File: src/design/udp_port_pkg.sv
package udp_port_pkg;

    typedef logic [7:0]  byte_t;
    typedef logic [8:0]  frame_word_t;   // Bit 8 marks end of frame
    typedef logic [47:0] mac_address_t;
    typedef logic [31:0] ipv4_address_t;
    typedef logic [15:0] word16_t;

    typedef enum logic [2:0] {
        IDLE,
        SUM_HEADER,
        WAIT_SUM,
        SEND_HEADER,
        SEND_PAYLOAD,
        SEND_PAD,
        SEND_FCS
    } frame_state_t;

    //////////////////////////////////////////////////
    // Frame layout
    localparam word16_t ETHERNET_HEADER_BYTES = 16'd14;
    localparam word16_t IPV4_HEADER_BYTES     = 16'd20;
    localparam word16_t UDP_HEADER_BYTES      = 16'd8;
    localparam word16_t FRAME_HEADER_BYTES    = 16'd42;
    localparam word16_t MIN_PAYLOAD_BYTES     = 16'd18;  // Pads frame to 60 bytes
    localparam word16_t FCS_BYTES             = 16'd4;

    //////////////////////////////////////////////////
    // Header field values
    localparam word16_t ETHERTYPE_IPV4           = 16'h0800;
    localparam byte_t   IPV4_VERSION_IHL         = 8'h45;
    localparam byte_t   IPV4_TIME_TO_LIVE        = 8'd64;
    localparam byte_t   IP_PROTOCOL_UDP          = 8'd17;
    localparam word16_t IPV4_FLAGS_DONT_FRAGMENT = 16'h4000;
    localparam word16_t IPV4_CHECKSUM_OFFSET     = 16'd24;

    localparam logic [31:0] CRC32_POLYNOMIAL = 32'hEDB88320;
    localparam logic [31:0] CRC32_INITIAL    = 32'hFFFFFFFF;

endpackage

File: src/design/frame_check_sequence_generator.sv
`timescale 1ns/1ps

module frame_check_sequence_generator (
    input  logic                    clock,
    input  logic                    reset,
    input  logic                    clear,
    input  udp_port_pkg::byte_t     data,
    input  logic                    data_enable,
    output logic [31:0]             crc
);

    logic [31:0] crc_register;
    logic [31:0] crc_next;

    // Reflected CRC, LSB of each byte first
    always_comb begin
        crc_next = crc_register ^ {24'h000000, data};
        for (int bit_index = 0; bit_index < 8; bit_index++) begin
            if (crc_next[0])
                crc_next = (crc_next >> 1) ^ udp_port_pkg::CRC32_POLYNOMIAL;
            else
                crc_next = crc_next >> 1;
        end
    end

    always_ff @(posedge clock) begin
        if (reset || clear)
            crc_register <= udp_port_pkg::CRC32_INITIAL;
        else if (data_enable)
            crc_register <= crc_next;
    end

    assign crc = ~crc_register;

endmodule

File: config.mk
export PLATFORM = sky130hd
export DESIGN_NAME = frame_check_sequence_generator
export DESIGN_NICKNAME = d
export VERILOG_FILES = /design/src/design/udp_port_pkg.sv /design/src/design/frame_check_sequence_generator.sv
export SDC_FILE = /design/constraint.sdc
export NUM_CORES = 1
export LEC_CHECK = 0
export BUFFER_PORTS_ARGS = -buffer_cell sky130_fd_sc_hd__clkbuf_2
export CAP_MARGIN = 10
export CORE_ASPECT_RATIO = 1.25
export CORE_MARGIN = 1.5
export CORE_UTILIZATION = 45
export CTS_BUF_LIST = sky130_fd_sc_hd__clkbuf_4 sky130_fd_sc_hd__clkbuf_8
export CTS_CLUSTER_DIAMETER = 80
export CTS_CLUSTER_SIZE = 12
export DETAILED_ROUTE_END_ITERATION = 8
export PLACE_DENSITY = 0.68
export SYNTH_ARGS = -nofsm -noshare
export SYNTH_HDL_FRONTEND = slang
export SYNTH_SLANG_ARGS = --single-unit
File: constraint.sdc
create_clock -name clock -period 5.5 [get_ports clock]
set_clock_uncertainty 0.1 [all_clocks]
set_input_delay 0.275 -clock clock [delete_from_list [all_inputs] [get_ports clock]]
set_output_delay 0.275 -clock clock [all_outputs]
set_load 0.02 [all_outputs]
==> results of run 1 <==
-- cell type report --
class / count / share of cell area
Inverter: 33 / 0.0536
Timing Repair Buffer: 44 / 0.0963
Clock inverter: 1 / 0.00216
Multi-Input combinational cell: 138 / 0.508
Clock buffer: 6 / 0.0330
Sequential cell: 32 / 0.277
Tap cell: 56 / 0.0303
-- cells by family after synthesis --
logic type	Yosys count	synth area share
buffers and inverters	42	0.0799
xor gates and xnor gates	72	0.408
DFF	32	0.325
and+or+nand+nor	31	0.0609
AOI/OAI and AO/OA	35	0.126
-- report_power, final --
group	switching (mW)	internal (mW)	total, mW
Clock	0.0851	0.0908	0.176
Sequential	0.0130	0.251	0.264
Combinational	0.189	0.172	0.361
Total	0.287	0.514	0.801
-- how the worst min path moves through the flow --
| stage | slack, ns | cells after the start | start | end |
|---|---|---|---|---|
| final | 0.28 | 3 | clear | crc_register[27] |
| after global routing | 0.30 | 3 | reset | crc_register[24] |
| after CTS | 0.28 | 3 | clear | crc_register[27] |
| after detailed placement | 0.37 | 2 | crc_register[23] | crc_register[23] |
| after global placement | 0.36 | 2 | crc_register[23] | crc_register[23] |
| after floorplan | 0.34 | 2 | crc_register[20] | crc_register[20] |
-- synthesized netlist by cell type, types with 2 or more instances --
cell type | count | area (sq um)
xnor2_4 | 2 | 55.1
xor2_1 | 6 | 52.6
a21oi_1 | 3 | 15.0
xnor2_1 | 53 | 464
dfxtp_1 | 32 | 641
inv_1 | 32 | 120
clkbuf_1 | 8 | 30.0
o211ai_1 | 26 | 195
o21ai_0 | 2 | 10.0
a211o_1 | 2 | 17.5
xnor3_1 | 5 | 113
nand2_1 | 26 | 97.6
xnor2_2 | 3 | 48.8
nor2_1 | 3 | 11.3
xor2_4 | 2 | 55.1
-- through the flow --
step | power [mW] | hold WS (ns) | std cells
4_1_cts | 0.808 | 0.278 | 310
2_1_floorplan | 0.562 | 0.343 | 212
3_3_place_gp | 0.627 | 0.355 | 303
3_5_place_dp | 0.629 | 0.367 | 303
6_report | 0.801 | 0.280 | 310
5_1_grt | 0.847 | 0.302 | 310
-- worst max-delay path: stages (launching register included) --
cell and delay [ns]:
dfxtp_1 0.33, xnor2_1 0.50, xnor3_1 0.59, xor2_1 0.37
xnor2_1 0.16, o21ai_0 0.09
-- placed cells by master (no fill, tap or decap) --
| master | Yosys | layout |
|---|---|---|
| xnor2_1 | 53 | 53 |
| clkbuf_2 | 0 | 43 |
| inv_1 | 32 | 32 |
| dfxtp_1 | 32 | 32 |
| nand2_1 | 26 | 26 |
| o211ai_1 | 26 | 26 |
| xor2_1 | 6 | 6 |
| xnor3_1 | 5 | 5 |
| clkbuf_8 | 0 | 5 |
| nor2_1 | 3 | 3 |
| xnor2_2 | 3 | 3 |
| a21oi_1 | 3 | 3 |
| xor2_4 | 2 | 2 |
| xnor2_4 | 2 | 2 |
| a211o_1 | 2 | 2 |
| o21ai_0 | 2 | 2 |
| xor2_2 | 1 | 1 |
| or2_2 | 1 | 1 |
| nor3_1 | 1 | 1 |
| a31oi_1 | 1 | 1 |
| clkinv_1 | 1 | 1 |
| o21ai_1 | 1 | 1 |
| clkinv_2 | 0 | 1 |
| clkbuf_4 | 0 | 1 |
| buf_4 | 0 | 1 |
-- routing by layer --
metal	GRT usage	part of all wire
met1	0.222	0.45
met2	0.303	0.49
met3	0.0381	0.044
met4	0.0600	0.014
met5	0	0
==> results.json, run 1 <==
{
  "synth-edff-count": 0,
  "num_vias": 1439,
  "cp_max_fo": 4,
  "drcViolationCount": 0,
  "hold_viol_final": 0,
  "reg2reg_depth": 5,
  "cts_max_level": 2,
  "reg2reg_to": "crc_register[20]",
  "ff_latch_area_sq_um": 641,
  "dieArea_sq_um": 4790,
  "die_h_um": 77.0,
  "finish.utilization": 0.560,
  "required_ns": 5.55,
  "drive_gt1_frac": 0.236,
  "rows": 26,
  "grt_overflow": 0,
  "antenna_left": 0,
  "wl_per_cell_um": 13.0,
  "path_class": "flip-flop to flip-flop",
  "cap_viol_max_count": 0,
  "fill_cells": 410,
  "crit_arrival_ns": 2.32,
  "synth_cell_types": 22,
  "dr.pass1.iters": 4,
  "synth_warnings": 0,
  "root_buffer": "clkbuf_8",
  "grt_pass1_vias": 1368,
  "cts.path.max_buffers": 2,
  "clock_sinks": 32,
  "place_ws_ns": 3.25,
  "initial_core_util": 0.477,
  "grt_setup_unrepaired": "no",
  "io_pins": 44,
  "dp_hpwl_um": 2920,
  "postPlaceCellArea_sq_um": 2230,
  "ir_drop_mv": 0.135,
  "seq_area_frac_synth": 0.325,
  "clkSlewWorstSetupHoldPaths_ns": 0.06,
  "leakagePower_nw": 1.17,
  "tightest_slew_ns": 0.866,
  "status": "completed",
  "core_area_sq_um": 4130,
  "largest_reg_flops": 32,
  "drt_iter0_drc": 49,
  "grt_max_degree": 48,
  "grt_pass1_wl_um": 6710,
  "cts_setup_buffers": 0,
  "synth_fp_nets": 224,
  "crit_path_end": "crc_register[20]",
  "fin_area_sq_um": 2310,
  "min_period_ns": 2.27,
  "io_buffers": 43,
  "hold_class": "input pin to flip-flop",
  "place.gp.congestion": 0.790,
  "antennaDiodeCount": 0,
  "vias_per_cell": 4.64,
  "final_max_slew_viol_count": 0,
  "syn_area_sq_um": 1970,
  "cts_made_buffers": 5,
  "syn_to_final_growth_pct": 17.3,
  "reg_top3": "crc_register x32",
  "antenna_found_initial": 0,
  "end_kind": "flip-flop",
  "finalWorstSetupSlack_ns": 3.23,
  "cp-startpoint": "crc_register[3]",
  "max_freq_mhz": 441,
  "async_flop_share": 0,
  "min_period_over_period": 0.412,
  "top_register": "crc_register",
  "die_w_um": 62.2,
  "synthFlopType": "dfxtp_1",
  "post_cts_resized": 0,
  "start_kind": "flip-flop",
  "setup_violations": 0,
  "regToRegStartpoint": "crc_register[3]",
  "cts_hold_buf": 0,
  "grtUsageTotal": 0.178,
  "tns_ns": 0,
  "power_density_nw_per_um2": 346,
  "yosys_register_bits": 32,
  "maxSlewHeadroom": 0.422,
  "nets": 266,
  "clock_latency_ns": 0.29,
  "syn_area_per_cell_sq_um": 9.30,
  "wl_um": 4040,
  "cts_tree": "yes",
  "rrSetupSlack_ns": 3.23,
  "syn_inst": 212,
  "multiInputGateArea_sq_um": 1170
}
Power figures use the tool's default switching activity.
==> inputs of run 2 (changes only) <==
==> constraint.sdc (replaced) <==
create_clock -name clock -period 2.15 [get_ports clock]
set_clock_uncertainty 0.1 [all_clocks]
set_input_delay 0.1075 -clock clock [delete_from_list [all_inputs] [get_ports clock]]
set_output_delay 0.1075 -clock clock [all_outputs]
set_load 0.02 [all_outputs]
==> run 2 against run 1 <==
Net effect: non-clock buffer count up 9; combinational power rose to 2.7 times the previous value; critical path type unchanged; count of clock-buffer cells in the layout unchanged; flip-flop and latch count unchanged; clock power rose to 2.7 times the previous value; hold slack worse by 0.17 ns; sequential share of layout area down 0.91 points; global-route usage up 0.13 points; via count up 4.9%; fmax up 14%; die area unchanged.
==> results.json, run 2 (synthesized netlist as in run 1, its figures left out) <==
{
  "status": "completed",
  "grtUsageTotal": 0.179,
  "maxSlewHeadroom": 0.583,
  "dp_hpwl_um": 3080,
  "total_power_mw": 2.11,
  "drive_gt1_frac": 0.265,
  "hold_class": "input pin to flip-flop",
  "io_buffers": 43,
  "end_kind": "flip-flop",
  "final_max_slew_viol_count": 0,
  "tightest_slew_ns": 0.624,
  "wl_per_cell_um": 12.6,
  "mostFrequentLayoutCell": "xnor2_1",
  "start_kind": "flip-flop",
  "clkSlewWorstSetupHoldPaths_ns": 0.07,
  "dr.pass1.iters": 4,
  "leakagePower_nw": 1.22,
  "clock_sinks": 32,
  "tns_ns": 0,
  "drcViolationCount": 0,
  "cts_tree": "yes",
  "cap_viol_max_count": 0,
  "cts_max_level": 2,
  "cts_made_buffers": 5,
  "reg2reg_depth": 5,
  "place.gp.congestion": 0.787,
  "required_ns": 2.21,
  "min_period_over_period": 0.926,
  "power_density_nw_per_um2": 883,
  "dieArea_sq_um": 4790,
  "root_buffer": "clkbuf_8",
  "initial_core_util": 0.477,
  "finish.utilization": 0.579,
  "hold_path_depth": 3,
  "num_vias": 1509,
  "cts_setup_buffers": 0,
  "multiInputGateArea_sq_um": 1170,
  "die_h_um": 77.0,
  "largest_reg_flops": 32,
  "top_register": "crc_register",
  "cts_hold_buf": 0,
  "drt_iter0_drc": 66,
  "cp_max_fo": 7,
  "io_pins": 44,
  "vias_per_cell": 4.72,
  "grt_pass1_wl_um": 6700,
  "core_area_sq_um": 4130,
  "clock_latency_ns": 0.29,
  "fill_cells": 404,
  "post_cts_resized": 0,
  "ir_drop_mv": 0.437,
  "die_w_um": 62.2,
  "cts.path.max_buffers": 2,
  "wl_um": 4040,
  "min_period_ns": 1.99,
  "antenna_left": 0,
  "final_cell_mix": "xnor2_1, clkbuf_2, inv_1, dfxtp_1",
  "grt_setup_unrepaired": "no",
  "antenna_found_initial": 0,
  "grt_pass1_vias": 1389,
  "ff_latch_area_sq_um": 641,
  "hold_viol_final": 0,
  "setup_violations": 0,
  "grt_overflow": 0,
  "path_class": "flip-flop to flip-flop",
  "max_freq_mhz": 502,
  "hold_ws_ns": 0.106,
  "nets": 275,
  "reg_top3": "crc_register x32",
  "rows": 26,
  "grt_max_degree": 47,
  "syn_to_final_growth_pct": 21.3,
  "crit_arrival_ns": 2.05,
  "dp_cells": 312,
  "antennaDiodeCount": 0,
  "fin_cells": 320
}
==> run 2: cell count changes in the layout (fill, tap and decap cells not counted) <==
cell / previous run / this run
buf_4: 1 / 10
clkbuf_4: 1 / 0
clkbuf_8: 5 / 6
clkinv_2: 1 / 2
==> run 2: power breakdown <==
part / leakage (nW) / internal (mW) / switching (mW)
Clock: 0.0510 / 0.255 / 0.225
Combinational: 0.910 / 0.477 / 0.481
Sequential: 0.263 / 0.641 / 0.0326
Total: 1.22 / 1.37 / 0.739
==> run 2: metrics by stage <==
stage	setup slack [ns]	instance area, sq um
2_1_floorplan	0.186	1970
3_3_place_gp	0.154	2300
3_5_place_dp	0.144	2300
4_1_cts	0.149	2390
5_1_grt	0.0365	2390
6_report	0.159	2390
==> run 2: layer usage <==
metal | routed length [um] | global-route usage
met5 | 0 | 0
met4 | 70 | 0.0667
met2 | 2010 | 0.302
met3 | 183 | 0.0440
met1 | 1770 | 0.220
==> run 2: cell type report <==
class / instances / area share
tap: 56 / 0.0293
clock inverter: 2 / 0.00419
sequential: 32 / 0.268
clock buffer: 6 / 0.0345
timing repair buffer: 53 / 0.121
inverter: 33 / 0.0518
multi-input combinational: 138 / 0.491
==> run 2: final timing paths <==
check	startpoint	end	slack (ns)
worst max-delay path	crc_register[1]	crc_register[23]	0.16
worst min-delay path	reset	crc_register[27]	0.11
worst max register to register	crc_register[1]	crc_register[23]	0.16
worst min register to register	crc_register[23]	crc_register[23]	0.38
==> run 2: critical path, stage by stage, from the launching register on <==
cell,delay [ns]
dfxtp_1,0.36
xnor2_4,0.37
xnor3_1,0.47
xor2_1,0.33
xnor2_1,0.16
o21ai_0,0.08
==> inputs of run 3 (changes only) <==
--- a/config.mk
+++ b/config.mk
@@ -12,9 +12,10 @@
 export CORE_UTILIZATION = 45
 export CTS_BUF_LIST = sky130_fd_sc_hd__clkbuf_4 sky130_fd_sc_hd__clkbuf_8
 export CTS_CLUSTER_DIAMETER = 80
-export CTS_CLUSTER_SIZE = 12
+export CTS_CLUSTER_SIZE = 8
 export DETAILED_ROUTE_END_ITERATION = 8
 export PLACE_DENSITY = 0.68
+export RECOVER_POWER = 100
 export SYNTH_ARGS = -nofsm -noshare
 export SYNTH_HDL_FRONTEND = slang
 export SYNTH_SLANG_ARGS = --single-unit
==> run 3 against run 2 <==
Net effect: wire length up 0.40%; count of clock-buffer cells in the layout unchanged; setup slack better by 0.0054 ns; cell area down 3.2%; sequential share of layout area up 0.88 points; critical path type unchanged; critical endpoint unchanged.
==> results.json, run 3 (synthesized netlist as in run 1, its figures left out) <==
{
  "hold_viol_final": 0,
  "top_register": "crc_register",
  "cap_viol_max_count": 0,
  "hold_class": "input pin to flip-flop",
  "antennaDiodeCount": 0,
  "grt_max_degree": 47,
  "power_density_nw_per_um2": 897,
  "core_area_sq_um": 4130,
  "reg2reg_depth": 5,
  "end_kind": "flip-flop",
  "required_ns": 2.21,
  "syn_to_final_growth_pct": 17.4,
  "min_period_ns": 1.99,
  "antenna_left": 0,
  "cts.path.max_buffers": 2,
  "grt_pass1_wl_um": 6700,
  "cts_hold_buf": 0,
  "min_period_over_period": 0.923,
  "largest_reg_flops": 32,
  "antenna_found_initial": 0,
  "post_cts_resized": 0,
  "fin_area_sq_um": 2310,
  "drcViolationCount": 0,
  "wl_per_cell_um": 12.7,
  "total_power_mw": 2.08,
  "num_vias": 1503,
  "start_kind": "flip-flop",
  "die_h_um": 77.0,
  "fill_cells": 423,
  "drt_iter0_drc": 79,
  "slowest_stage": "xnor3_1",
  "maxSlewHeadroom": 0.581,
  "min_from": "reset",
  "path_class": "flip-flop to flip-flop",
  "final_cell_mix": "xnor2_1, clkbuf_1, inv_1, dfxtp_1",
  "die_w_um": 62.2,
  "clock_sinks": 32,
  "ff_latch_area_sq_um": 641,
  "clkSlewWorstSetupHoldPaths_ns": 0.07,
  "tns_ns": 0,
  "initial_core_util": 0.477,
  "dp_hpwl_um": 3080,
  "vias_per_cell": 4.70,
  "rows": 26,
  "cts_made_buffers": 5,
  "grt_overflow": 0,
  "regToRegStartpoint": "crc_register[1]",
  "rrSetupSlack_ns": 0.16,
  "mostFrequentLayoutCell": "xnor2_1",
  "nets": 275,
  "hold_path_end": "crc_register[27]",
  "reg_top3": "crc_register x32",
  "worstPathCellList": "xnor2_4, xnor3_1, xor2_1, xnor2_1, o21ai_0",
  "crit_arrival_ns": 2.05,
  "dieArea_sq_um": 4790,
  "grt_pass1_vias": 1389,
  "io_pins": 44,
  "max_freq_mhz": 504,
  "clock_latency_ns": 0.29,
  "cts_setup_buffers": 0,
  "max_stage_delay_ns": 0.47,
  "leakagePower_nw": 1.10,
  "finish.utilization": 0.560,
  "multiInputGateArea_sq_um": 1150,
  "cp_max_fo": 7,
  "ir_drop_mv": 0.437,
  "cts_tree": "yes",
  "reg2reg_to": "crc_register[23]",
  "final_max_slew_viol_count": 0,
  "status": "completed",
  "postPlaceCellArea_sq_um": 2300,
  "drive_gt1_frac": 0.125,
  "dr.pass1.iters": 4,
  "setup_violations": 0,
  "grt_setup_unrepaired": "no",
  "hold_path_depth": 3,
  "tightest_slew_ns": 0.626,
  "wl_um": 4050,
  "grtUsageTotal": 0.179,
  "io_buffers": 43,
  "root_buffer": "clkbuf_8",
  "place.gp.congestion": 0.787,
  "cts_max_level": 2
}
==> run 3: how the worst max path moves through the flow <==
| stage | from | to | slack, ns | depth (start not counted) |
|---|---|---|---|---|
| after detailed placement | crc_register[1] | crc_register[23] | 0.14 | 5 |
| after global placement | crc_register[1] | crc_register[23] | 0.15 | 5 |
| final | crc_register[1] | crc_register[23] | 0.16 | 5 |
| after global routing | crc_register[2] | crc_register[16] | 0.03 | 6 |
| after CTS | crc_register[1] | crc_register[23] | 0.15 | 5 |
| after floorplan | crc_register[0] | crc_register[25] | 0.19 | 5 |
==> run 3: layer usage <==
metal / vias to the layer above / track usage / part of all wire
li1: 768 / - / -
met2: 33 / 0.302 / 0.50
met5: - / 0 / 0
met3: 6 / 0.0440 / 0.046
met1: 696 / 0.220 / 0.44
met4: 0 / 0.0667 / 0.018
==> run 3: cell type report <==
| type | instances | area share |
|---|---|---|
| flip-flops and latches | 32 | 0.277 |
| repair buffers | 53 | 0.101 |
| clock inverters | 2 | 0.00432 |
| multi-input cells | 138 | 0.499 |
| well taps | 56 | 0.0303 |
| clock buffers | 6 | 0.0357 |
| inverters | 33 | 0.0535 |
==> run 3: power breakdown <==
part / internal (mW) / switching (mW) / leakage [nW] / total (mW)
combinational: 0.446 / 0.475 / 0.784 / 0.921
sequential: 0.641 / 0.0325 / 0.263 / 0.673
clock: 0.255 / 0.227 / 0.0510 / 0.482
==> run 3: critical path: cells and delay by family, from the launching register on <==
family / cells / cell delay (ns)
AOI/OAI and AO/OA: 1 / 0.08
xor gates and xnor gates: 4 / 1.33
DFF: 1 / 0.36
==> run 3: metrics by stage <==
stage / hold WS [ns] / worst slack [ns] / std cells
6_report: 0.105 / 0.165 / 320
5_1_grt: 0.130 / 0.0341 / 320
4_1_cts: 0.112 / 0.149 / 320
3_5_place_dp: 0.363 / 0.144 / 312
3_3_place_gp: 0.353 / 0.154 / 312
2_1_floorplan: 0.221 / 0.186 / 212
