<file path="src/design/udp_port_pkg.sv">
package udp_port_pkg;

    typedef logic [7:0]  byte_t;
    typedef logic [8:0]  frame_word_t;   // Bit 8 marks end of frame
    typedef logic [47:0] mac_address_t;
    typedef logic [31:0] ipv4_address_t;
    typedef logic [15:0] word16_t;

    typedef enum logic [2:0] {
        IDLE,
        SUM_HEADER,
        WAIT_SUM,
        SEND_HEADER,
        SEND_PAYLOAD,
        SEND_PAD,
        SEND_FCS
    } frame_state_t;

    //////////////////////////////////////////////////
    // Frame layout
    localparam word16_t ETHERNET_HEADER_BYTES = 16'd14;
    localparam word16_t IPV4_HEADER_BYTES     = 16'd20;
    localparam word16_t UDP_HEADER_BYTES      = 16'd8;
    localparam word16_t FRAME_HEADER_BYTES    = 16'd42;
    localparam word16_t MIN_PAYLOAD_BYTES     = 16'd18;  // Pads frame to 60 bytes
    localparam word16_t FCS_BYTES             = 16'd4;

    //////////////////////////////////////////////////
    // Header field values
    localparam word16_t ETHERTYPE_IPV4           = 16'h0800;
    localparam byte_t   IPV4_VERSION_IHL         = 8'h45;
    localparam byte_t   IPV4_TIME_TO_LIVE        = 8'd64;
    localparam byte_t   IP_PROTOCOL_UDP          = 8'd17;
    localparam word16_t IPV4_FLAGS_DONT_FRAGMENT = 16'h4000;
    localparam word16_t IPV4_CHECKSUM_OFFSET     = 16'd24;

    localparam logic [31:0] CRC32_POLYNOMIAL = 32'hEDB88320;
    localparam logic [31:0] CRC32_INITIAL    = 32'hFFFFFFFF;

endpackage

</file>
<file path="src/design/internet_checksum_calculator.sv">
`timescale 1ns/1ps

module internet_checksum_calculator (
    input  logic                    clock,
    input  logic                    reset,
    input  udp_port_pkg::byte_t     data,
    input  logic                    data_enable,
    input  logic                    data_last,
    output udp_port_pkg::word16_t   result,
    output logic                    result_valid
);

    udp_port_pkg::word16_t accumulator;
    udp_port_pkg::word16_t pair_word;
    udp_port_pkg::word16_t folded_sum;
    udp_port_pkg::byte_t   high_byte;
    logic                  low_phase;   // Next byte completes a word
    logic [16:0]           word_sum;
    logic                  add_word;

    // Odd trailing byte is padded with zero
    assign pair_word  = low_phase ? {high_byte, data} : {data, 8'h00};
    assign add_word   = data_enable && (low_phase || data_last);
    assign word_sum   = accumulator + pair_word;
    assign folded_sum = word_sum[15:0] + word_sum[16];  // End-around carry

    always_ff @(posedge clock) begin
        if (reset) begin
            accumulator  <= '0;
            low_phase    <= 1'b0;
            result_valid <= 1'b0;
        end else begin
            result_valid <= data_enable && data_last;
            if (data_enable && data_last) begin
                accumulator <= '0;
                low_phase   <= 1'b0;
            end else if (data_enable) begin
                low_phase <= !low_phase;
                if (add_word)
                    accumulator <= folded_sum;
            end
        end
    end

    always_ff @(posedge clock) begin
        if (data_enable && !low_phase)
            high_byte <= data;
        if (data_enable && data_last)
            result <= ~folded_sum;
    end

endmodule

</file>
<file path="config.mk">
export PLATFORM = sky130hd
export DESIGN_NAME = internet_checksum_calculator
export DESIGN_NICKNAME = d
export VERILOG_FILES = /design/src/design/udp_port_pkg.sv /design/src/design/internet_checksum_calculator.sv
export SDC_FILE = /design/constraint.sdc
export NUM_CORES = 1
export LEC_CHECK = 0
export BUFFER_PORTS_ARGS = -buffer_cell sky130_fd_sc_hd__clkbuf_2
export CORE_MARGIN = 2
export CORE_UTILIZATION = 55
export CTS_CLUSTER_SIZE = 10
export DETAILED_ROUTE_END_ITERATION = 6
export HOLD_SLACK_MARGIN = 0.08
export PLACE_DENSITY = 0.72
export SETUP_SLACK_MARGIN = 0.15
export SLEW_MARGIN = 10
export SYNTH_ARGS = -nofsm -noshare
export SYNTH_HDL_FRONTEND = slang
export SYNTH_SLANG_ARGS = --single-unit
</file>
<file path="constraint.sdc">
create_clock -name clock -period 10.5 [get_ports clock]
set_input_delay 2.625 -clock clock [delete_from_list [all_inputs] [get_ports clock]]
set_output_delay 2.625 -clock clock [all_outputs]
set_load 0.05 [all_outputs]
</file>
==> results of run 1 <==
-- cell type report --
type	instances	area share, %
Timing Repair Buffer	28	4.69
Sequential cell	42	36.2
Multi-Input combinational cell	213	52.9
Inverter	6	0.753
Clock inverter	2	0.293
Clock buffer	6	2.43
Tap cell	67	2.80
-- Yosys cell counts, types with 3 or more instances --
cell type	count	area share [%]
dfxtp_1	18	13
and3_1	6	1.4
edfxtp_1	24	26
nand2b_1	3	0.69
nand3_1	8	1.5
nor2b_1	3	0.69
inv_1	6	0.82
or2_2	4	0.92
a21o_1	6	1.6
buf_2	3	0.55
mux2_2	8	3.3
xor2_1	6	1.9
o211ai_1	4	1.1
ha_1	18	8.2
a31oi_1	4	0.92
o21ai_0	7	1.3
a21oi_1	13	2.4
a211oi_1	12	3.3
and2_1	11	2.5
xnor2_1	18	5.8
clkbuf_1	7	0.96
nor2_1	26	3.6
nor3_1	4	0.73
nand2_1	17	2.3
-- state kept, by name, indices dropped and copies added (netlist names) --
register	flops
accumulator	16
high_byte	8
low_phase	1
result	16
result_valid	1
-- worst max-delay path by stage --
stage               cells after the start     from  slack, ps                            to
floorplan                              20  data[0]       4660          result[15]$_DFFE_PP_
global placement                       21  data[0]       4340  accumulator[10]$_SDFFE_PP0P_
detailed placement                     21  data[0]       4210          result[15]$_DFFE_PP_
CTS                                    21  data[0]       4530  accumulator[10]$_SDFFE_PP0P_
global route                           20  data[5]       4170          result[15]$_DFFE_PP_
finish                                 20  data[5]       4510          result[15]$_DFFE_PP_
-- layout by cell type (no fill, tap or decap), drive strengths merged, types with 2 or more instances in the layout --
| cell type | synthesis | final |
|---|---|---|
| o21ai | 9 | 9 |
| nor3 | 5 | 5 |
| xor2 | 6 | 6 |
| o2111ai | 4 | 4 |
| nor2 | 26 | 26 |
| nand2b | 3 | 3 |
| a211o | 2 | 2 |
| a31o | 2 | 2 |
| clkinv | 0 | 2 |
| nor2b | 3 | 3 |
| and3 | 6 | 6 |
| a211oi | 13 | 13 |
| or3 | 2 | 2 |
| ha | 18 | 18 |
| mux2 | 8 | 8 |
| nand2 | 17 | 17 |
| xnor2 | 18 | 18 |
| nand4 | 2 | 2 |
| a21oi | 14 | 14 |
| clkbuf | 7 | 34 |
| and2 | 11 | 11 |
| dfxtp | 18 | 18 |
| nand3 | 9 | 9 |
| nor4 | 3 | 3 |
| or2 | 4 | 4 |
| a31oi | 4 | 4 |
| a21o | 6 | 6 |
| o211ai | 4 | 4 |
| nand4b | 2 | 2 |
| edfxtp | 24 | 24 |
| inv | 6 | 6 |
-- power by group --
part / internal [W] / switching (W)
clock network: 0.0000458 / 0.0000559
logic: 0.0000322 / 0.0000600
registers: 0.000184 / 0.00000442
-- worst max-delay path, stage by stage --
cell and delay (ps):
clkbuf_2 100, and2_1 170, ha_1 470, and3_1 250, a221oi_2 100, nor4_2 310
o21ai_0 120, nand2b_1 80, a21oi_1 60, nor2_1 80, o21ai_0 70, nand2b_1 100
ha_1 160, and3_1 240, nand2_1 130, nor4_4 250, nand4b_1 270, nor2_1 200
xnor2_1 150, xnor2_1 80
-- through the flow --
| step | setup slack [ps] | hold WS [ps] | area (sq um) | utilization, % |
|---|---|---|---|---|
| finish | 4510 | 469 | 2990 | 62.9 |
| global route | 4170 | 504 | 2990 | 62.9 |
| CTS | 4530 | 472 | 2990 | 62.9 |
| detailed placement | 4210 | 461 | 2910 | 61.2 |
| global placement | 4340 | 459 | 2910 | 61.2 |
| floorplan | 4660 | 441 | 2730 | - |
-- cells by family after synthesis --
kind of cell	after synthesis	share of synthesized area, %
xor+xnor	24	7.69
simple gates	97	20.4
mux	9	3.66
flops	42	39.5
fa+ha+maj	19	8.97
compound gates	64	17.2
buf+inv	18	2.61
-- layer usage --
metal  part of all wire [%]  vias to the layer above  track usage, %
met5                      0                        -               0
met3                    5.7                       11            5.42
met2                     43                       63            34.8
met4                    1.8                        0            8.13
met1                     49                      996            33.4
li1                       -                     1062               -
==> metrics.md, run 1 <==
| Metric | Value |
|---|---|
| Prevailing post-synth register cell | `edfxtp_1` |
| Fillcell total | `410` |
| Startpoint Class | `input port` |
| Async S/R FF share, synth | `0%` |
| All-Layer GR Usage | `23.4%` |
| Seq cells post-synth | `42` |
| Post-Syn Area | `between 2000 and 3000 sq um` |
| Hold Crit Start | `accumulator[0]$_SDFFE_PP0P_` |
| Fin Clk Skew | `2.56 ps` |
| Global-route wire length before repair | `9630 um` |
| Starting DRT DRC Count | `between 150 and 200` |
| Reg2Reg Capture Point | `result[15]$_DFFE_PP_` |
| Share of layout cells above drive strength 1 | `20.2%` |
| Final Hold Viols | `0` |
| Yosys warns | `0` |
| Vias in the first global route | `1,908` |
| TritonCTS clock tree | `built` |
| Clock slew at reported path FFs | `80 ps` |
| Critical-path maximum fanout | `10` |
| VDD IR-drop max | `0.0649 mV` |
| Synth Area per Inst | `10.0 sq um` |
| Fin crit share | `57.0%` |
| Syn nets | `304` |
| # hold bufs at CTS | `0` |
| Via density | `5.86` |
| Largest net degree at the start of global routing | `29` |
| Grt ovf | `0` |
| Initial antenna violation count | `0` |
| Final Max Tran Viols | `0` |
| Placed Instances | `356` |
| EDFF count, synth | `24` |
| R2R setup slack | `6080 ps` |
| CTS sink count | `42` |
| Register area | `roughly 1100 sq um` |
| HP Class | `reg -> reg` |
| Endpoints failing setup | `0` |
| DRT antenna net count | `0` |
| P_leak | `1.17 nW` |
| Area growth, synth to finish | `9.38%` |
| Die H | `74.5 um` |
| Hold depth | `2` |
| FP Rows | `25` |
| Worst endpoint data arrival time | `between 6000 and 7000 ps` |
| Slew headroom | `30.2%` |
| Run status | `completed` |
| DIE WIDTH | `about 75 um` |
| Number of buffers inserted by port buffering | `28` |
| Hpwl dp | `4470 um` |
| Vias | `2,132` |
| DRC | `0` |
| DIE AREA | `5550 sq um` |
| Seq/Total Area, Yosys | `39.5%` |
| CTS Buffer Depth | `2` |
| Post_cts resized | `0` |
| Data required time of the critical path | `between 10,000 and 15,000 ps` |
| Total Wirelength | `about 6000 um` |
| Number of diodes | `0` |
| Max-Cap Viols | `0` |
| RSZ-0062 raised after global routing | `no` |
| # Post-CTS Setup Buffers | `0` |
| Layout net count | `327` |
| Yosys cell types | `53` |
| Power Total | `between 0.0003 and 0.0004 W` |
| Skew-Pair Late Insertion Delay | `300 ps` |
| Worst r2r path cells | `19` |
| Hold Crit Endpoint | `accumulator[0]$_SDFFE_PP0P_` |
| WS Path Type | `in -> reg` |
| # IOs | `29` |
| Gate Count Post-Synth | `273` |
| FF-to-FF Start | `low_phase$_SDFFE_PP0P_` |
| Total CTS buffers | `5` |
| CP Capture Type | `register` |
| Period minus WS final | `about 6000 ps` |
| Pwr dens | `128 nW/um^2` |
| Final cell count without fillers | `364` |
| Setup TNS | `0 ps` |
| Worst-margin pin slew | `1050 ps` |
| Area taken by multi-input logic gates | `1580 sq um` |
| Clock root buffer | `clkbuf_8` |
| 1st-pass router iterations | `4` |
| Max Clk Rate | `approximately 0.17 GHz` |
| DR WL/cell | `16.5 um` |
| Initial Utilization | `57.5%` |
| Placeable Area | `4750 sq um` |
| H-tree levels | `2` |
| GP Congestion | `0.950` |
Power figures use the tool's default switching activity.
==> run 2, diff against run 1 <==
--- a/config.mk
+++ b/config.mk
@@ -5,6 +5,7 @@
 export SDC_FILE = /design/constraint.sdc
 export NUM_CORES = 1
 export LEC_CHECK = 0
+export ABC_AREA = 1
 export BUFFER_PORTS_ARGS = -buffer_cell sky130_fd_sc_hd__clkbuf_2
 export CORE_MARGIN = 2
 export CORE_UTILIZATION = 55
==> constraint.sdc (replaced) <==
create_clock -name clock -period 5.8 [get_ports clock]
set_input_delay 1.45 -clock clock [delete_from_list [all_inputs] [get_ports clock]]
set_output_delay 1.45 -clock clock [all_outputs]
set_load 0.05 [all_outputs]
==> run 2 against run 1 <==
Cell count is 50% higher; die area grew 14%; clock power rose to 2.6 times the previous value; flip-flop and latch count is the same; synthesized cell count is 63% higher; critical path depth up 4; first-iteration DRC count decreased by 3.8%; via count is 28% higher.
==> metrics.md, run 2 <==
| Metric | Value |
|---|---|
| Placeable Area | `~5500 sq um` |
| Most frequent cell after synthesis | `nand2_1` |
| All-Layer GR Usage | `23.8%` |
| Largest net degree at the start of global routing | `22` |
| WS Path Type | `in -> reg` |
| Layout net count | `503` |
| TritonCTS clock tree | `built` |
| Power Total | `0.000806 W` |
| Fin crit share | `73.7%` |
| Skew-Pair Late Insertion Delay | `300 ps` |
| Initial Utilization | `roughly 57%` |
| H-tree levels | `2` |
| Number of diodes | `0` |
| Final worst slack | `1520 ps` |
| Total Wirelength | `7100 um` |
| Syn nets | `roughly 480` |
| Clock root buffer | `clkbuf_8` |
| Hpwl dp | `slightly below 6000 um` |
| Period minus WS final | `approximately 4300 ps` |
| Number of buffers inserted by port buffering | `28` |
| Final Max Tran Viols | `0` |
| Max Clk Rate | `0.234 GHz` |
| Synth Area per Inst | `7.05 sq um` |
| Area growth, synth to finish | `10.5%` |
| 1st-pass router iterations | `5` |
| DRC | `0` |
| Commonest non-fill, non-tap cell in the layout | `nand2_1` |
| Final cell count without fillers | `545` |
| P_leak | `1.85 nW` |
| Seq/Total Area, Yosys | `34.5%` |
| Slew headroom | `43.9%` |
| # IOs | `29` |
| Final Hold Viols | `0` |
| Initial antenna violation count | `0` |
| Startpoint Class | `input port` |
| Die H | `79.4 um` |
| Placed Instances | `537` |
| Starting DRT DRC Count | `~150` |
| Prevailing post-synth register cell | `edfxtp_1` |
| Global-route wire length before repair | `11,400 um` |
| GP Congestion | `around 0.92` |
| Yosys warns | `0` |
| Fin Clk Skew | `6.22 ps` |
| Max-Cap Viols | `0` |
| Largest registers | `accumulator x16, result x16, high_byte x8` |
| Commonest non-fill, non-tap cells in the layout | `nand2_1 (141), inv_1 (71), nor2_1 (32)` |
| Gate Count Post-Synth | `444` |
| Top post-synthesis cells by count | `nand2_1 (141), inv_1 (71), nor2_1 (32)` |
| RSZ-0062 raised after global routing | `no` |
| DRT antenna net count | `0` |
| Placed instance area | `around 3300 sq um` |
| Run status | `completed` |
| CP cell instances | `clkbuf_2 > nand2_1 > inv_1 > ha_1 > fa_1 > nand2_1 > nand3_1 > nand3_2 > nand2_1 > nand2_1 > nand2_1 > a21oi_1 > o21bai_1 > ha_1 > ha_1 > inv_1 > nor2_1 > nand3_2 > nor2_4 > nand2_4 > nor3_2 > nand2_1 > nand2_1 > nand2_1` |
| FP Rows | `27` |
| Share of layout cells above drive strength 1 | `18.6%` |
| Grt ovf | `0` |
| Post_cts resized | `0` |
| Worst-margin pin slew | `839 ps` |
| CTS Buffer Depth | `2` |
| DIE AREA | `6310 sq um` |
| Clock slew at reported path FFs | `80 ps` |
| HP Class | `reg -> reg` |
| EDFF count, synth | `24` |
| CP Capture Type | `register` |
| Vias | `2,738` |
| CTS sink count | `42` |
| Dpl ws | `approximately 1200 ps` |
| VDD IR-drop max | `0.125 mV` |
| Post-Syn Area | `between 3000 and 4000 sq um` |
| Crit-path slowest cell | `fa_1` |
| Setup TNS | `0 ps` |
| Synth area leader | `edfxtp_1` |
| Total CTS buffers | `5` |
| Endpoints failing setup | `0` |
| Top cell type's share of synthesized area | `between 20% and 30%` |
| # Post-CTS Setup Buffers | `0` |
| CP most frequent cell | `nand2_1` |
| Data required time of the critical path | `around 6000 ps` |
| Pwr dens | `between 200 and 250 nW/um^2` |
| Final instance area | `3460 sq um` |
| Synth area leaders | `edfxtp_1 (23%), nand2_1 (17%), dfxtp_1 (12%)` |
| Slowest stage delay, CP | `310 ps` |
| R2R setup slack | `~1800 ps` |
| Seq cells post-synth | `42` |
| Critical-path maximum fanout | `4` |
| Via density | `about 5` |
| Async S/R FF share, synth | `0%` |
| DR WL/cell | `13.0 um` |
| # hold bufs at CTS | `0` |
| Worst endpoint data arrival time | `about 4300 ps` |
| DIE WIDTH | `79.4 um` |
| Vias in the first global route | `2,518` |
| Yosys cell types | `36` |
==> run 2: cell types whose count changed after synthesis, sizes merged, moves of 5 or more <==
cell / delta
nand2: +147
inv: +76
nand3: +24
xnor2: -16
a211oi: -13
nor2: +12
mux2: -8
a21o: -6
and2: -6
and3: -6
nand4: +5
==> run 2: final timing paths <==
check / from / cells after the start / to
hold reg to reg: accumulator[4]$_SDFFE_PP0P_ / 2 / accumulator[4]$_SDFFE_PP0P_
setup / recovery: data[0] / 24 / result[14]$_DFFE_PP_
hold / removal: accumulator[4]$_SDFFE_PP0P_ / 2 / accumulator[4]$_SDFFE_PP0P_
setup reg to reg: low_phase$_SDFFE_PP0P_ / 22 / result[14]$_DFFE_PP_
==> run 2: cells by family after synthesis <==
logic type / Yosys count / share of synthesized area (%)
buffers and inverters: 89 / 10.9
AO/OA/AOI/OAI: 34 / 6.47
adder cells (fa/ha/maj): 19 / 7.83
AND/OR/NAND/NOR: 253 / 38.0
XOR/XNOR: 7 / 2.20
flip-flops: 42 / 34.5
==> run 2: cell type report <==
class                           count  area, sq um
Timing Repair Buffer               28          140
Multi-Input combinational cell    313         1710
Tap cell                           72         90.1
Fill cell                         518         2050
Clock buffer                        6         93.8
Inverter                           82          308
Sequential cell                    42         1080
Clock inverter                      2         38.8
==> run 2: per-stage QoR <==
step / hold slack (ps) / utilization (%)
4_1_cts: 564 / 62.8
3_3_place_gp: 538 / 60.4
2_1_floorplan: 474 / -
3_5_place_dp: 537 / 60.4
6_report: 563 / 62.8
5_1_grt: 594 / 62.8
==> run 2: power breakdown <==
group          internal (W)  switching (W)
registers          0.000336      0.0000100
logic             0.0000570       0.000141
clock network      0.000155       0.000107
total              0.000548       0.000258
==> run 2: critical path: cells and delay by family <==
kind                     cells  cell delay [ps]
buffers and inverters        3              280
AO/OA/AOI/OAI                2              210
adder cells (fa/ha/maj)      4              920
AND/OR/NAND/NOR             15             1450
==> run 2: per-layer routing <==
metal  up-vias  track usage, %  share of wire [%]
met4         0            10.9                3.8
met5         -               0                  0
li1       1440               -                  -
met3        18            3.51                5.1
met2        86            37.5                 45
met1      1194            32.3                 46
==> run 3, diff against run 2 <==
--- a/config.mk
+++ b/config.mk
@@ -5,14 +5,14 @@
 export SDC_FILE = /design/constraint.sdc
 export NUM_CORES = 1
 export LEC_CHECK = 0
-export ABC_AREA = 1
+export ABC_AREA = 0
 export BUFFER_PORTS_ARGS = -buffer_cell sky130_fd_sc_hd__clkbuf_2
 export CORE_MARGIN = 2
-export CORE_UTILIZATION = 55
+export CORE_UTILIZATION = 53
 export CTS_CLUSTER_SIZE = 10
 export DETAILED_ROUTE_END_ITERATION = 6
 export HOLD_SLACK_MARGIN = 0.08
-export PLACE_DENSITY = 0.72
+export PLACE_DENSITY = 0.73
 export SETUP_SLACK_MARGIN = 0.15
 export SLEW_MARGIN = 10
 export SYNTH_ARGS = -nofsm -noshare
==> constraint.sdc (replaced) <==
create_clock -name clock -period 3.8 [get_ports clock]
set_input_delay 0.95 -clock clock [delete_from_list [all_inputs] [get_ports clock]]
set_output_delay 0.95 -clock clock [all_outputs]
set_load 0.05 [all_outputs]
==> run 3 against run 2 <==
The flow now finishes with violations (negative setup slack); sequential share of layout area decreased by 3.0 points; combinational power grew 88%; clock skew barely moved; sequential power grew 51%; utilization increased by 13 points; hold slack worse by 60 ps.
==> metrics.md, run 3 (synthesis results as in run 1) <==
| Metric | Value |
|---|---|
| Area growth, synth to finish | `40.3%` |
| Hold Crit Start | `accumulator[0]$_SDFFE_PP0P_` |
| # IOs | `29` |
| FP Rows | `26` |
| Switch Pwr | `0.000385 W` |
| Max-Cap Viols | `0` |
| Total CTS buffers | `5` |
| P_leak | `1.52 nW` |
| DIE AREA | `5750 sq um` |
| Commonest non-fill, non-tap cells in the layout | `buf_4 (51), clkbuf_2 (27), nor2_1 (24), edfxtp_1 (24), dfxtp_1 (17)` |
| Reg2Reg Capture Point | `accumulator[15]$_SDFFE_PP0P_` |
| Data required time of the critical path | `3970 ps` |
| Clock slew at reported path FFs | `80 ps` |
| Worst endpoint data arrival time | `between 4000 and 5000 ps` |
| Vias in the first global route | `2,180` |
| Power Total | `0.00118 W` |
| Grt ovf | `0` |
| HP Class | `reg -> reg` |
| Placed instance area | `3350 sq um` |
| Endpoints failing setup | `6` |
| P_int | `0.000794 W` |
| Pwr dens | `307 nW/um^2` |
| Failing checks | `negative setup slack` |
| DRT antenna net count | `0` |
| Total Wirelength | `7590 um` |
| All-Layer GR Usage | `25.4%` |
| 1st-pass router iterations | `5` |
| Clock Power Share | `between 20% and 30%` |
| DIE WIDTH | `75.8 um` |
| FF-to-FF Start | `low_phase$_SDFFE_PP0P_` |
| GP Congestion | `0.892` |
| # hold bufs at CTS | `0` |
| Initial Utilization | `54.2%` |
| Starting DRT DRC Count | `164` |
| Final Max Tran Viols | `0` |
| CTS Buffer Depth | `2` |
| DRC | `0` |
| Largest registers | `accumulator x16, result x16, high_byte x8` |
| Buf/Inv on CP | `2` |
| CTS sink count | `42` |
| TritonCTS clock tree | `built` |
| Largest net degree at the start of global routing | `19` |
| Share of layout cells above drive strength 1 | `47.0%` |
| Hold depth | `2` |
| WL met1 | `3300 um` |
| RSZ-0062 raised after global routing | `yes` |
| Max Clk Rate | `0.256 GHz` |
| Switch share | `32.7%` |
| Slew headroom | `47.0%` |
| Fin crit share | `103%` |
| Final Hold Viols | `0` |
| Clock root buffer | `clkbuf_8` |
| Initial antenna violation count | `0` |
| Number of diodes | `0` |
| Vias | `2,449` |
| Worst r2r path cells | `20` |
| Number of buffers inserted by port buffering | `28` |
| Run status | `complete, but fails checks` |
| H-tree levels | `2` |
| Met2 WL | `3660 um` |
| Fin Clk Skew | `approximately 6.4 ps` |
| Via density | `5.82` |
| Comb pwr share | `31.7%` |
| Hold Crit Endpoint | `accumulator[0]$_SDFFE_PP0P_` |
| CP cell instances | `buf_6 > mux2_4 > ha_4 > nand3_4 > nor4_4 > o21ai_1 > nand2b_1 > a21oi_2 > nor2_1 > o21ai_1 > nand2b_1 > ha_2 > and3_4 > nand2_4 > nor4_4 > nand4b_1 > buf_4 > a211o_1 > o211ai_1 > nor2_1` |
| Met3 wire len | `just under 500 um` |
| Final worst slack | `-111 ps` |
| Top cell family by delay on the critical path | `simple AND/OR/NAND/NOR gates` |
| DR WL/cell | `approximately 18 um` |
| Reg power frac | `44.2%` |
| Hpwl dp | `5250 um` |
| Period minus WS final | `about 3900 ps` |
| Slowest stage delay, CP | `~330 ps` |
| Final instance area | `3840 sq um` |
| CP Capture Type | `register` |
| Layout net count | `381` |
| Skew-Pair Late Insertion Delay | `300 ps` |
| Startpoint Class | `input port` |
| Commonest non-fill, non-tap cell in the layout | `buf_4` |
| Top sig layer | `met4` |
| Crit-path slowest cell | `nor4_4` |
| Die H | `75.8 um` |
| VDD IR-drop max | `approximately 0.17 mV` |
| Critical-path maximum fanout | `3` |
| Worst-margin pin slew | `789 ps` |
| Placeable Area | `5040 sq um` |
| R2R setup slack | `10 ps` |
| Global-route wire length before repair | `~11,000 um` |
| WS Path Type | `in -> reg` |
run 3: power groups by stage:
stage / clock network (W) / logic [W] / registers (W)
after floorplan: 0 / 0.000178 / 0.000561
after global placement: 0 / 0.000304 / 0.000530
after detailed placement: 0 / 0.000308 / 0.000530
after CTS: 0.000285 / 0.000335 / 0.000521
after global routing: 0.000305 / 0.000397 / 0.000524
final: 0.000284 / 0.000373 / 0.000521
run 3: per-layer routing:
metal  global-route usage, %  vias to the layer above
met5                       0                        -
met4                    6.43                        0
met2                    39.3                      115
met3                    3.84                       14
met1                    37.0                     1159
li1                        -                     1161
run 3: how the worst max path moves through the flow:
| stage | start | endpoint | slack [ps] | cells after the start |
|---|---|---|---|---|
| 5_1_grt | data[0] | accumulator[15]$_SDFFE_PP0P_ | -230 | 20 |
| 6_report | data[0] | accumulator[15]$_SDFFE_PP0P_ | -110 | 20 |
| 3_5_place_dp | data[4] | accumulator[15]$_SDFFE_PP0P_ | -390 | 21 |
| 3_3_place_gp | data[0] | accumulator[10]$_SDFFE_PP0P_ | -300 | 21 |
| 4_1_cts | data[0] | accumulator[15]$_SDFFE_PP0P_ | -30 | 20 |
| 2_1_floorplan | data[5] | result[15]$_DFFE_PP_ | -170 | 20 |
run 3: per-stage QoR:
stage                     setup slack (ps)  TNS, ps  utilization (%)  instances  hold slack, ps
after CTS                            -34.0    -34.0             71.4        415             499
after global routing                  -234    -2920             76.1        421             558
after detailed placement              -395    -5450             66.5        403             488
final                                 -111     -186             76.1        421             503
after floorplan                       -166     -438                -        273             461
after global placement                -305    -4010             66.5        403             478
run 3: worst reg2reg max path: stages, from the launching register on:
cell and delay, ps:
dfxtp_4 410, buf_4 210, mux2_2 400, ha_4 290, inv_2 60, nor4_4 260
o21ai_1 90, nand2b_1 90, a21oi_2 50, nor2_1 110, o21ai_1 70, nand2b_1 100
ha_2 220, and3_4 210, nand2_4 60, nor4_4 190, nand4b_1 160, buf_4 200
a211o_1 300, o211ai_1 110, nor2_1 80
run 3: cell type report:
| class | instances | area, sq um |
|---|---|---|
| clock inverter | 3 | 16.3 |
| timing repair buffer | 82 | 563 |
| sequential | 42 | 1080 |
| multi-input combinational | 213 | 1990 |
| fill | 310 | 1210 |
| clock buffer | 5 | 68.8 |
| inverter | 6 | 22.5 |
| tap | 70 | 87.6 |
run 3: repair_timing:
item	4_1_cts	5_1_grt
resized for setup	20	35
pin swaps	17	20
setup buffers	4	6
setup endpoints to repair	16	28
